### src/video_crop_consts.svh
// Constants for the video border-crop unit.
// Include in any file that needs counter widths, key codes or crop margins.
// Numeric margins are plain integers and get cast to the counter width at use.

`ifndef VIDEO_CROP_CONSTS_SVH
`define VIDEO_CROP_CONSTS_SVH

`define CNT_W 12 // pixel and line counters, offsets

// key channel
`define KEY_TYPE_ADJ 2'd3 // adjustment key type
`define KEY_UP       8'h4c
`define KEY_DOWN     8'h4d
`define KEY_LEFT     8'h4f
`define KEY_RIGHT    8'h4e
`define KEY_CLEAR    8'h41 // backspace
`define KEY_ALT_L_DN 8'h64
`define KEY_ALT_R_DN 8'h65
`define KEY_ALT_L_UP 8'he4
`define KEY_ALT_R_UP 8'he5

// offset steps per key press
`define H_STEP 4 // pixels
`define V_STEP 1 // lines

// forced blank margins
`define H_FORCE_LEAD 8
`define H_FORCE_TAIL 8
`define V_FORCE_LEAD 1
`define V_FORCE_TAIL 3

// compare corrections for the crop edges
`define H_EDGE_ADJ 2
`define V_EDGE_ADJ 1

`endif

### src/video_crop_pkg.sv
// Shared types for the video border-crop unit.
// Import with a wildcard in the module header of any block using these bundles.

`default_nettype none

`include "video_crop_consts.svh"

package video_crop_pkg;

	// raw timing from the video core
	typedef struct packed {
		logic hs_n;   // hsync, active low
		logic vs_n;   // vsync, active low
		logic hblank;
		logic vblank;
	} raster_t;

	// crop offsets, all in counter units
	typedef struct packed {
		logic [`CNT_W-1:0] hbl_l; // left edge, pixels
		logic [`CNT_W-1:0] hbl_r; // right edge, pixels
		logic [`CNT_W-1:0] vbl_t; // top edge, lines
		logic [`CNT_W-1:0] vbl_b; // bottom edge, lines
	} crop_t;

	// keyboard strobe channel
	typedef struct packed {
		logic [7:0] data;   // key code
		logic [1:0] ktype;  // source kind, adjust keys only
		logic       strobe;
	} key_t;

	// per-frame screen snapshot
	typedef struct packed {
		crop_t             crop;
		logic [`CNT_W-1:0] hsize; // active pixels per line
		logic [`CNT_W-1:0] vsize; // active lines per frame
		logic [1:0]        res;
		logic [6:0]        flg;   // mode change counter
	} screen_info_t;

endpackage

`default_nettype wire

### src/crop_key_control.sv
// Crop offset control from the keyboard strobe channel.
// Cursor keys move the top or left edge, or the bottom or right edge
// while alt is held. Backspace clears all offsets.

`default_nettype none

`include "video_crop_consts.svh"

module crop_key_control
	import video_crop_pkg::*;
(
	input  logic  clk_28,
	input  logic  reset,
	input  key_t  key,
	output crop_t crop
);

	logic adj_stb;
	logic old_stb;
	logic alt;     // either alt key held
	logic act;

	assign adj_stb = key.strobe & (key.ktype == `KEY_TYPE_ADJ);
	assign act     = ~old_stb & adj_stb; // rising edge only

	always_ff @(posedge clk_28) begin
		if (reset) begin
			old_stb <= 1'b0;
			alt     <= 1'b0;
			crop    <= '0;
		end else begin
			old_stb <= adj_stb;
			if (act) begin
				case (key.data)
					`KEY_CLEAR: begin
						crop <= '0;
					end
					`KEY_UP: begin
						if (alt) crop.vbl_b <= crop.vbl_b + `CNT_W'(`V_STEP);
						else     crop.vbl_t <= crop.vbl_t + `CNT_W'(`V_STEP);
					end
					`KEY_DOWN: begin
						if (alt) crop.vbl_b <= crop.vbl_b - `CNT_W'(`V_STEP);
						else     crop.vbl_t <= crop.vbl_t - `CNT_W'(`V_STEP);
					end
					`KEY_LEFT: begin
						if (alt) crop.hbl_r <= crop.hbl_r + `CNT_W'(`H_STEP);
						else     crop.hbl_l <= crop.hbl_l + `CNT_W'(`H_STEP);
					end
					`KEY_RIGHT: begin
						if (alt) crop.hbl_r <= crop.hbl_r - `CNT_W'(`H_STEP);
						else     crop.hbl_l <= crop.hbl_l - `CNT_W'(`H_STEP);
					end
					`KEY_ALT_L_DN, `KEY_ALT_R_DN: begin
						alt <= 1'b1; // press
					end
					`KEY_ALT_L_UP, `KEY_ALT_R_UP: begin
						alt <= 1'b0; // release
					end
					default: ; // other keys ignored
				endcase
			end
		end
	end

endmodule

`default_nettype wire

### src/h_blank_crop.sv
// Horizontal side of the crop unit.
// Measures the line from the raw blank and sync edges and produces the
// combined horizontal blank plus a registered horizontal enable.

`default_nettype none

`include "video_crop_consts.svh"

module h_blank_crop
	import video_crop_pkg::*;
(
	input  logic              clk_28,
	input  logic              reset,
	input  raster_t           raster,
	input  crop_t             crop,
	output logic              hbl,
	output logic              hde,
	output logic [`CNT_W-1:0] hsize
);

	logic [`CNT_W-1:0] hcnt; // pixel position from end of hsync
	logic [`CNT_W-1:0] hend; // hblank fall position
	logic [`CNT_W-1:0] hsta; // hblank rise position
	logic [`CNT_W-1:0] hmax; // hsync fall position
	logic              old_hs_n;
	logic              old_hblank;
	logic              shbl; // blank from crop offsets
	logic              fhbl; // forced border blank

	logic [`CNT_W-1:0] shbl_off_at;
	logic [`CNT_W-1:0] shbl_on_at;
	logic [`CNT_W-1:0] fhbl_on_at;
	logic              hblank_fall;
	logic              hblank_rise;
	logic              hs_fall;

	assign hblank_fall = old_hblank & ~raster.hblank;
	assign hblank_rise = ~old_hblank & raster.hblank;
	assign hs_fall     = old_hs_n & ~raster.hs_n;

	assign shbl_off_at = hend + crop.hbl_l - `CNT_W'(`H_EDGE_ADJ);
	assign shbl_on_at  = hsta + crop.hbl_r - `CNT_W'(`H_EDGE_ADJ);
	assign fhbl_on_at  = hmax - `CNT_W'(`H_FORCE_TAIL);

	// sync low always blanks
	assign hbl = fhbl | shbl | ~raster.hs_n;

	//////////////////////////////
	// line measurement
	//////////////////////////////
	always_ff @(posedge clk_28) begin
		if (reset) begin
			hcnt       <= '0;
			hend       <= '0;
			hsta       <= '0;
			hmax       <= '0;
			hsize      <= '0;
			old_hs_n   <= 1'b1;
			old_hblank <= 1'b0;
		end else begin
			old_hs_n   <= raster.hs_n;
			old_hblank <= raster.hblank;

			if (raster.hs_n) hcnt <= hcnt + 1'b1;
			else             hcnt <= '0; // held during sync

			if (hblank_fall) hend <= hcnt;
			if (hblank_rise) begin
				hsta  <= hcnt;
				hsize <= hcnt - hend; // width of the active part
			end
			if (hs_fall) hmax <= hcnt; // line length
		end
	end

	//////////////////////////////
	// blank generation
	//////////////////////////////
	always_ff @(posedge clk_28) begin
		if (reset) begin
			shbl <= 1'b1;
			fhbl <= 1'b1;
			hde  <= 1'b0;
		end else begin
			if (hcnt == shbl_off_at) shbl <= 1'b0;
			if (hcnt == shbl_on_at)  shbl <= 1'b1;

			if (hcnt == `CNT_W'(`H_FORCE_LEAD)) fhbl <= 1'b0;
			if (hcnt == fhbl_on_at)             fhbl <= 1'b1;

			hde <= ~hbl;
		end
	end

endmodule

`default_nettype wire

### src/screen_mode_snapshot.sv
// Per-frame screen snapshot.
// Captures offsets, measured size and resolution at each frame start and
// counts the frames where the mode differs from the previous snapshot.

`default_nettype none

`include "video_crop_consts.svh"

module screen_mode_snapshot
	import video_crop_pkg::*;
(
	input  logic              clk_28,
	input  logic              reset,
	input  logic              frame_start,
	input  crop_t             crop,
	input  logic [`CNT_W-1:0] hsize,
	input  logic [`CNT_W-1:0] vsize,
	input  logic [1:0]        res,
	output screen_info_t      scr
);

	logic mode_changed;

	// compare against what was last captured
	assign mode_changed = (scr.res != res) || (scr.hsize != hsize) || (scr.vsize != vsize);

	always_ff @(posedge clk_28) begin
		if (reset) begin
			scr <= '0;
		end else if (frame_start) begin
			scr.crop  <= crop;
			scr.hsize <= hsize;
			scr.vsize <= vsize;
			scr.res   <= res;
			if (mode_changed) scr.flg <= scr.flg + 1'b1; // wraps at 7 bits
		end
	end

endmodule

`default_nettype wire

### src/v_blank_crop.sv
// Vertical side of the crop unit.
// Counts lines, measures the frame from the composite vertical blank and
// produces the final display enable together with the frame start pulse.
// Vertical blank changes only at the start of a line, on the hbl fall.

`default_nettype none

`include "video_crop_consts.svh"

module v_blank_crop
	import video_crop_pkg::*;
(
	input  logic              clk_28,
	input  logic              reset,
	input  raster_t           raster,
	input  crop_t             crop,
	input  logic              hbl,
	input  logic              hde,
	output logic              de,
	output logic [`CNT_W-1:0] vsize,
	output logic              frame_start
);

	logic [`CNT_W-1:0] vcnt; // line from end of vsync
	logic [`CNT_W-1:0] vend; // composite blank fall line
	logic [`CNT_W-1:0] vsta; // composite blank rise line
	logic [`CNT_W-1:0] vmax; // vsync fall line
	logic              old_vs_n;
	logic              old_hs_n;
	logic              old_vblank;
	logic              old_hbl;
	logic              svbl; // blank from crop offsets
	logic              fvbl; // forced border blank

	logic              vblank_c;
	logic              vde;
	logic [`CNT_W-1:0] svbl_off_at;
	logic [`CNT_W-1:0] svbl_on_at;
	logic [`CNT_W-1:0] fvbl_on_at;

	assign vblank_c = raster.vblank | ~raster.vs_n;

	assign svbl_off_at = vend + crop.vbl_t - `CNT_W'(`V_EDGE_ADJ);
	assign svbl_on_at  = vsta + crop.vbl_b - `CNT_W'(`V_EDGE_ADJ);
	assign fvbl_on_at  = vmax - `CNT_W'(`V_FORCE_TAIL);

	assign frame_start = old_vblank & ~vblank_c;
	assign vde         = ~(fvbl | svbl);
	assign de          = hde & vde;

	//////////////////////////////
	// frame measurement
	//////////////////////////////
	always_ff @(posedge clk_28) begin
		if (reset) begin
			vcnt       <= '0;
			vend       <= '0;
			vsta       <= '0;
			vmax       <= '0;
			vsize      <= '0;
			old_vs_n   <= 1'b1;
			old_hs_n   <= 1'b1;
			old_vblank <= 1'b0; // keeps frame_start low
		end else begin
			old_vs_n   <= raster.vs_n;
			old_hs_n   <= raster.hs_n;
			old_vblank <= vblank_c;

			if (old_hs_n & ~raster.hs_n) vcnt <= vcnt + 1'b1;
			if (~raster.vs_n)            vcnt <= '0;

			if (frame_start) vend <= vcnt;
			if (~old_vblank & vblank_c) begin
				vsta  <= vcnt;
				vsize <= vcnt - vend; // active lines
			end
			if (old_vs_n & ~raster.vs_n) vmax <= vcnt;
		end
	end

	//////////////////////////////
	// vertical blank
	//////////////////////////////
	always_ff @(posedge clk_28) begin
		if (reset) begin
			old_hbl <= 1'b1;
			svbl    <= 1'b1;
			fvbl    <= 1'b1;
		end else begin
			old_hbl <= hbl;
			if (old_hbl & ~hbl) begin
				if (vcnt == svbl_off_at) svbl <= 1'b0;
				if (vcnt == svbl_on_at)  svbl <= 1'b1;

				if (vcnt == `CNT_W'(`V_FORCE_LEAD)) fvbl <= 1'b0;
				if (vcnt == fvbl_on_at)             fvbl <= 1'b1;
			end
		end
	end

endmodule

`default_nettype wire

### src/video_crop.sv
// Top level of the video border-crop unit.
// Takes raw timing, resolution and key strobes on the 28 MHz pixel clock,
// returns the cropped display enable and the per-frame screen snapshot.

`default_nettype none

`include "video_crop_consts.svh"

module video_crop
	import video_crop_pkg::*;
(
	input  logic         clk_28,
	input  logic         reset,
	input  raster_t      raster,
	input  logic [1:0]   res,
	input  key_t         key,
	output logic         de,
	output screen_info_t scr
);

	crop_t             crop;
	logic              hbl;
	logic              hde;
	logic [`CNT_W-1:0] hsize;
	logic [`CNT_W-1:0] vsize;
	logic              frame_start;

	crop_key_control u_keys (
		.clk_28 (clk_28),
		.reset  (reset),
		.key    (key),
		.crop   (crop)
	);

	h_blank_crop u_hcrop (
		.clk_28 (clk_28),
		.reset  (reset),
		.raster (raster),
		.crop   (crop),
		.hbl    (hbl),
		.hde    (hde),
		.hsize  (hsize)
	);

	v_blank_crop u_vcrop (
		.clk_28      (clk_28),
		.reset       (reset),
		.raster      (raster),
		.crop        (crop),
		.hbl         (hbl),
		.hde         (hde),
		.de          (de),
		.vsize       (vsize),
		.frame_start (frame_start)
	);

	screen_mode_snapshot u_snap (
		.clk_28      (clk_28),
		.reset       (reset),
		.frame_start (frame_start),
		.crop        (crop),
		.hsize       (hsize),
		.vsize       (vsize),
		.res         (res),
		.scr         (scr)
	);

endmodule

`default_nettype wire

### config.mk
export PLATFORM = sky130hd
export DESIGN_NAME = video_crop
export DESIGN_NICKNAME = d
export VERILOG_FILES = /design/src/video_crop_pkg.sv /design/src/crop_key_control.sv /design/src/h_blank_crop.sv /design/src/screen_mode_snapshot.sv /design/src/v_blank_crop.sv /design/src/video_crop.sv
export VERILOG_INCLUDE_DIRS = /design/src
export SDC_FILE = /design/constraint.sdc
export NUM_CORES = 1
export LEC_CHECK = 0
export BUFFER_PORTS_ARGS = -buffer_cell sky130_fd_sc_hd__buf_2
export CAP_MARGIN = 20
export CELL_PAD_IN_SITES_DETAIL_PLACEMENT = 1
export CELL_PAD_IN_SITES_GLOBAL_PLACEMENT = 2
export CORE_MARGIN = 4
export CORE_UTILIZATION = 33
export DETAILED_ROUTE_END_ITERATION = 10
export GPL_TIMING_DRIVEN = 0
export PLACE_DENSITY_LB_ADDON = 0.15
export SETUP_SLACK_MARGIN = 0.5
export SLEW_MARGIN = 20
export SYNTH_ARGS = -nofsm -noshare
export SYNTH_HDL_FRONTEND = slang
export SYNTH_SLANG_ARGS = --single-unit
### constraint.sdc
create_clock -name clk_28 -period 4.09 [get_ports clk_28]
set_clock_uncertainty 0.1 [all_clocks]
set_input_delay 0.2045 -clock clk_28 [delete_from_list [all_inputs] [get_ports clk_28]]
set_output_delay 0.2045 -clock clk_28 [all_outputs]
set_load 0.005 [all_outputs]
# --- After elaboration in Yosys (flattened, before gate mapping) ---
# Index checks and enable logic that the tools add are counted.
op_classes:
  add_sub_neg: 23
  multipliers: 0
  n_div: 0
  order_cmp: 0
  eq_ne: 29
  shift: 0
  muxes: 15
  n_bitwise: 23
  reduce_logical: 21
ops:
  columns: ["cell", "count"]
  rows:
  - ["one-hot mux 24 bit (3 select lines)", 2]
  - ["two-way mux 12 bit", 8]
  - ["== test 12 bit", 6]
  - ["== test 8 x 7 -> 1 bit (second input constant)", 7]
  - ["adder 12 x 1 -> 12 bit (second input constant)", 4]
  - ["adder 12 bit", 4]
  - ["subtractor 12 x 1 -> 12 bit (second input constant)", 4]
  - ["subtractor 12 x 2 -> 12 bit (second input constant)", 3]
  - ["adder 12 x 3 -> 12 bit (second input constant)", 2]
  - ["inequality test 12 bit", 2]
  - ["subtractor 12 bit", 2]
  - ["subtractor 12 x 3 -> 12 bit (second input constant)", 2]
  - ["== test 8 bit (second input constant)", 2]
  - ["AND reduction 4 bit", 4]
  - ["== test 12 x 1 -> 1 bit (second input constant)", 1]
  - ["== test 12 x 4 -> 1 bit (second input constant)", 1]
  - ["OR reduction 2 bit", 6]
  - ["subtractor 12 x 4 -> 12 bit (second input constant)", 1]
  - ["bitwise AND 1 bit", 10]
  - ["inverter 1 bit", 9]
  - ["inequality test 2 x 1 -> 1 bit (second input constant)", 4]
  - ["inequality test 2 bit (second input constant)", 4]
  - ["AND reduction 2 bit", 4]
  - ["adder 7 x 1 -> 7 bit (second input constant)", 1]
  - ["8 further kinds", 18]
word_totals:
  regBits: 261
  latchBits: 0
  ram_bits: 0
  mem_bits_ro: 0
  input_bits: 19
  output_inout_bits: 82
  elab_cells: 145
  n_memories: 0

# --- Depth between registers and ports, before layout ---
logic_depth:
  ltp_word: 5
  mapped_depth: 13
  depth_no_buf: 13

# --- Hierarchy ---
# A second synthesis with hierarchy kept.
unflattened:
  hier_cells: 2128
  hier_area_um2: 16738.6
modules_own_cells:
  columns: ["mod", "n_inst", "cells_per_inst", "area_each_um2", "seq_area_each_um2"]
  rows:
  - ["v_blank_crop", 1, 672, 5037.3, 1321.3]
  - ["h_blank_crop", 1, 656, 4911.0, 1301.2]
  - ["crop_key_control", 1, 489, 3592.2, 920.9]
  - ["screen_mode_snapshot", 1, 311, 3198.1, 1621.6]

# --- Worst setup path after synthesis ---
# No wires, ideal clock.
synth_path:
  path_type: "input to register"
  startpoint: "input port key[8] (netlist bit)"
  endpoint: "register u_keys.crop[35] (netlist name)"
  setup_time_ps: 122
  arrival_time_ps: 3636
  required_ps: 3868
  path_slack_ps: 232
  stages: 12
  path_buffers: 1
  path_cell_list: "nor4b_2 nand4_1 clkbuf_1 nor2_1 ha_1 a21o_1 a211oi_1 o21ai_0 a31o_2 a21o_1 xnor2_1 a221o_1"
synth_between:
  elab_chain_len: 3
  word_cells_on_any_way: 8
  classes_between: "eq/ne: 5; mux: 1; reduce/logical: 2"
synth_rtl:
  columns: ["item", "line", "rtl"]
  rows:
  - ["start: declaration", "video_crop.sv:16", "input key_t key,"]
  - ["== test 8 x 7 -> 1 bit", "crop_key_control.sv:34", "case (key.data)"]
  - ["inequality test 2 x 1 -> 1 bit (no source line) or nonzero test 3 bit (tied branches)", null, null]
  - ["AND reduction 4 bit (no source line)", null, null]
# Parallel ways exist; a longest one is shown, timed or not.
# A chain may end at the register's enable or synchronous reset.

# --- Worst setup path in the final report ---
layout_path:
  startpoint: "register u_keys.crop[38] (netlist name)"
  endpoint: "register u_hcrop.shbl"
layout_between:
  elab_chain_len: 3
layout_rtl:
  columns: ["item", "line", "rtl"]
  rows:
  - ["adder 12 bit", "h_blank_crop.sv:41", "assign shbl_off_at = hend + crop.hbl_l - `CNT_W'(`H_EDGE_ADJ);"]
  - ["subtractor 12 x 2 -> 12 bit", "h_blank_crop.sv:41", null]
  - ["== test 12 bit", "h_blank_crop.sv:85", "if (hcnt == shbl_off_at) shbl <= 1'b0;"]
  - ["end signal: assignment", "h_blank_crop.sv:81", "shbl <= 1'b1;"]
  - ["end signal: assignment", "h_blank_crop.sv:85", null]
  - ["end signal: assignment", "h_blank_crop.sv:86", "if (hcnt == shbl_on_at) shbl <= 1'b1;"]
  - ["end: declaration", "h_blank_crop.sv:27", "logic shbl;"]
# No other way between the ends.

==> flow_summary_export.csv <==
group,metric,value,unit
cts,htree_levels,2,
critical_path,cp-end-kind,"flip-flop",
timing,hold_slack,0.1269,ns
route,postRouteAntennaNets,0,
pwr,leakage,7.240,nW
global_routing,grt_pass1_vias,15080,
logic_synthesis,synth-simple-area-share,21.58,%
pwr,p_per_area,303.8,nW/um^2
critical_path,required,4.39,ns
place,postPlaceCellArea,17290,um^2
global_routing,grt-ovfl-total,0,
logic_synthesis,synthFlopType,"dfxtp_1",
critical_path,crit_buf_inv,1,
pwr,power_switching,1.382,mW
pwr,sequentialPowerShare,44.4,%
timing,period_needed,3.398,ns
logic_synthesis,syn_area,16000,um^2
critical_path,startpoint_type,"flip-flop",
timing,setup_viol,0,
cts,cts_made_buffers,34,
logic_synthesis,synth_compound_area_share,16.19,%
floorplanning,die_height,228.2,um
cells_and_area,multiInputGateArea,9907,um^2
place,gp_congestion,0.8472,
logic_synthesis,synth_edf_count,0,
logic_synthesis,avgSynthCellArea,7.686,um^2
route,routed_wl,55.45,mm
cts,clockRootBuffer,"clkbuf_16",
logic_synthesis,yosys-top-cells-count,"nand2_1, dfxtp_1, a21oi_1, inv_1, ha_1",
logic_synthesis,synth_seq_area_share,31.65,%
timing,final_max_slew_viol_count,0,
logic_synthesis,synthArstFlopShare,0,%
logic_synthesis,muxShareOfSynthArea,0.2502,%
cells_and_area,finish.instance_area,18520,um^2
timing,tightest_slew,0.9990,ns
critical_path,crit_slowest_cell,"or4_1",
logic_synthesis,synth_area_leaders,"dfxtp_1, ha_1, nand2_1",
floorplanning,die_w,228.2,um
pwr,switching_share,24.56,%
critical_path,slowest_delay,0.52,ns
cells_and_area,antenna_cells,0,
cts,clockBufferDepth,3,
cts,clock_latency,0.53,ns
logic_synthesis,synthAdderAreaFrac,12.59,%
logic_synthesis,synth_top_family_by_area,"simple AND/OR/NAND/NOR gates",
place,io_buffers,96,
pwr,ir_drop,315.3,uV
critical_path,path_cells,"inv_1, ha_1, fa_1, nor2b_1, o2111ai_1, a31oi_2, and4_2, nor3_1, or4_1, a221o_1",
job,cap_violations,0,
cells_and_area,regArea,5066,um^2
cells_and_area,syn2layout_area_growth,15.76,%
route,drt-vias-per-instance,5.159,
critical_path,critPathKind,"reg2reg",
route,post_drt_wl_per_cell,19.28,um
pwr,pwr-share-comb,6.0,%
pwr,pwr-share-clk,49.6,%
cts,cts.sinks,253,
route,drtIter0Drc,761,
min_path,min_path_type,"in2reg",
logic_synthesis,synth-seq-cells,253,
run_status,status,"finished clean",
timing,max_freq,294.3,MHz
cells_and_area,nets,2415,
route,dr_total_vias,14840,
critical_path,critPathMaxFanout,6,
cells_and_area,fill_cells,5904,
route,drt_pass1_iterations,5,
floorplanning,ios,101,
global_routing,grt_max_degree,27,
logic_synthesis,yosysMostFrequentCell,"nand2_1",
cts,clk_pin_slew_worst_paths,0.06,ns
timing,finalCritPeriodShare,83.07,%
place,dp_hpwl,42.77,mm
critical_path,cpLargestDelayFamily,"simple AND/OR/NAND/NOR gates",
cts,cts_tree,"yes",
logic_synthesis,yosys_warnings,0,
timing,max_slew_margin,33.40,%
global_routing,track_usage,20.71,%
floorplanning,core,47850,um^2
timing,rsz0062_at_grt,"no",
global_routing,grt_pass1_wl,86.56,mm
timing,tns,0,ns
floorplanning,fp-row-count,80,
global_routing,antenna_found_initial,0,
logic_synthesis,synth.distinct_cells,64,
logic_synthesis,synth_cells,2082,
floorplanning,die_area,52080,um^2
logic_synthesis,netlist.area_leader.share,31.65,%
timing,hold_viol,0,
floorplanning,initial_core_util,33.44,%
pwr,p_int,4.246,mW
logic_synthesis,yosys.area.top_type,"dfxtp_1",
logic_synthesis,synthXorXnorAreaFrac,10.85,%
route,drc_errors,0,
pwr,power,5.628,mW
critical_path,worstPathArrival,3.70,ns
cells_and_area,drive_above_1_share,8.005,%
==> placed cells by master (no fill, tap or decap), types with 9 or more instances in the layout <==
cell type	n
ha_1	145
nor3_1	61
inv_1	184
xnor2_1	133
nand2_1	361
dfxtp_1	252
fa_1	10
clkbuf_1	103
a21o_1	15
buf_4	12
o211ai_1	9
o21ai_0	49
o21a_1	14
a22oi_1	23
and3_1	20
nand3_1	55
a21oi_1	216
clkbuf_16	35
nor2b_1	19
dlygate4sd3_1	11
nor2_1	135
or3_1	24
a211oi_1	20
xor2_1	62
buf_2	96
nand4_1	21
==> worst reg2reg max path: stages, from the launching register on <==
cell and delay [ns]:
dfxtp_2 0.40, inv_1 0.13, ha_1 0.35, fa_1 0.47, nor2b_1 0.18, o2111ai_1 0.20, a31oi_2 0.26, and4_2 0.25
nor3_1 0.05, or4_1 0.52, a221o_1 0.35
==> power groups by stage <==
| stage | clock network [mW] | logic, mW | registers [mW] |
|---|---|---|---|
| 2_1_floorplan | 0 | 0.201 | 2.54 |
| 3_3_place_gp | 0 | 0.330 | 2.55 |
| 3_5_place_dp | 0 | 0.333 | 2.55 |
| 4_1_cts | 2.89 | 0.343 | 2.50 |
| 5_1_grt | 2.99 | 0.375 | 2.50 |
| 6_report | 2.79 | 0.340 | 2.50 |
==> metal layers <==
layer  track usage, %  wire [um]  up-vias
li1                 -          -     7366
met1            27.83      26630     7211
met2            35.73      26190      205
met3            2.345       1641       56
met4            4.803        990        0
met5                0          0        -
==> cells by family (layout without fill, tap and decap cells) <==
logic type               after synthesis  count (layout)
AO/OA/AOI/OAI                        423             423
XOR/XNOR                             196             196
adder cells (fa/ha/maj)              155             155
buffers and inverters                287             460
flip-flops                           253             253
multiplexers                           4               4
other                                  1               6
AND/OR/NAND/NOR                      763             764
==> flip-flops by register name, summed over array words and instances, names as in the netlist, 12 cells and up <==
signal         cells
u_hcrop.hcnt      12
u_vcrop.vend      12
u_hcrop.hmax      12
u_hcrop.hsize     12
u_vcrop.vcnt      12
u_vcrop.vsize     12
u_snap.scr        77
u_vcrop.vsta      12
u_vcrop.vmax      12
u_hcrop.hend      12
u_hcrop.hsta      12
u_keys.crop       44
==> stage by stage <==
step	util (%)	worst slack, ns	std cells
4_1_cts	38.50	0.4759	2866
3_3_place_gp	36.10	-0.3329	2798
2_1_floorplan	-	0.5958	2087
3_5_place_dp	36.13	-0.4517	2799
5_1_grt	38.72	0.4888	2876
6_report	38.72	0.6924	2876
==> worst paths after layout <==
path / to / cells past startpoint / slack (ns) / from
worst max-delay path: u_hcrop.shbl / 10 / 0.69 / u_keys.crop[38]
worst min-delay path: u_keys.crop[47] / 3 / 0.13 / reset
worst max register to register: u_hcrop.shbl / 10 / 0.69 / u_keys.crop[38]
worst min register to register: u_snap.scr[38] / 2 / 0.35 / u_snap.scr[38]
==> layout make-up <==
type | count | area share [%]
clock inverters | 1 | 0.04728
flip-flops and latches | 253 | 27.35
repair inverters | 1 | 0.02702
plain buffers | 102 | 2.195
repair buffers | 116 | 3.573
multi-input cells | 1548 | 53.48
inverters | 185 | 3.769
well taps | 615 | 4.154
clock buffers | 55 | 5.404
==> repair_timing <==
item | in CTS | in global routing
gates cloned | 0 | 2
setup buffers | 0 | 7
endpoints found under the setup margin | 11 | 11
gates resized for setup | 4 | 4
hold endpoints to repair | 20 | 0
hold buffers | 11 | 0
pin swaps | 0 | 1
No activity file was read; power rests on OpenSTA's default activity.
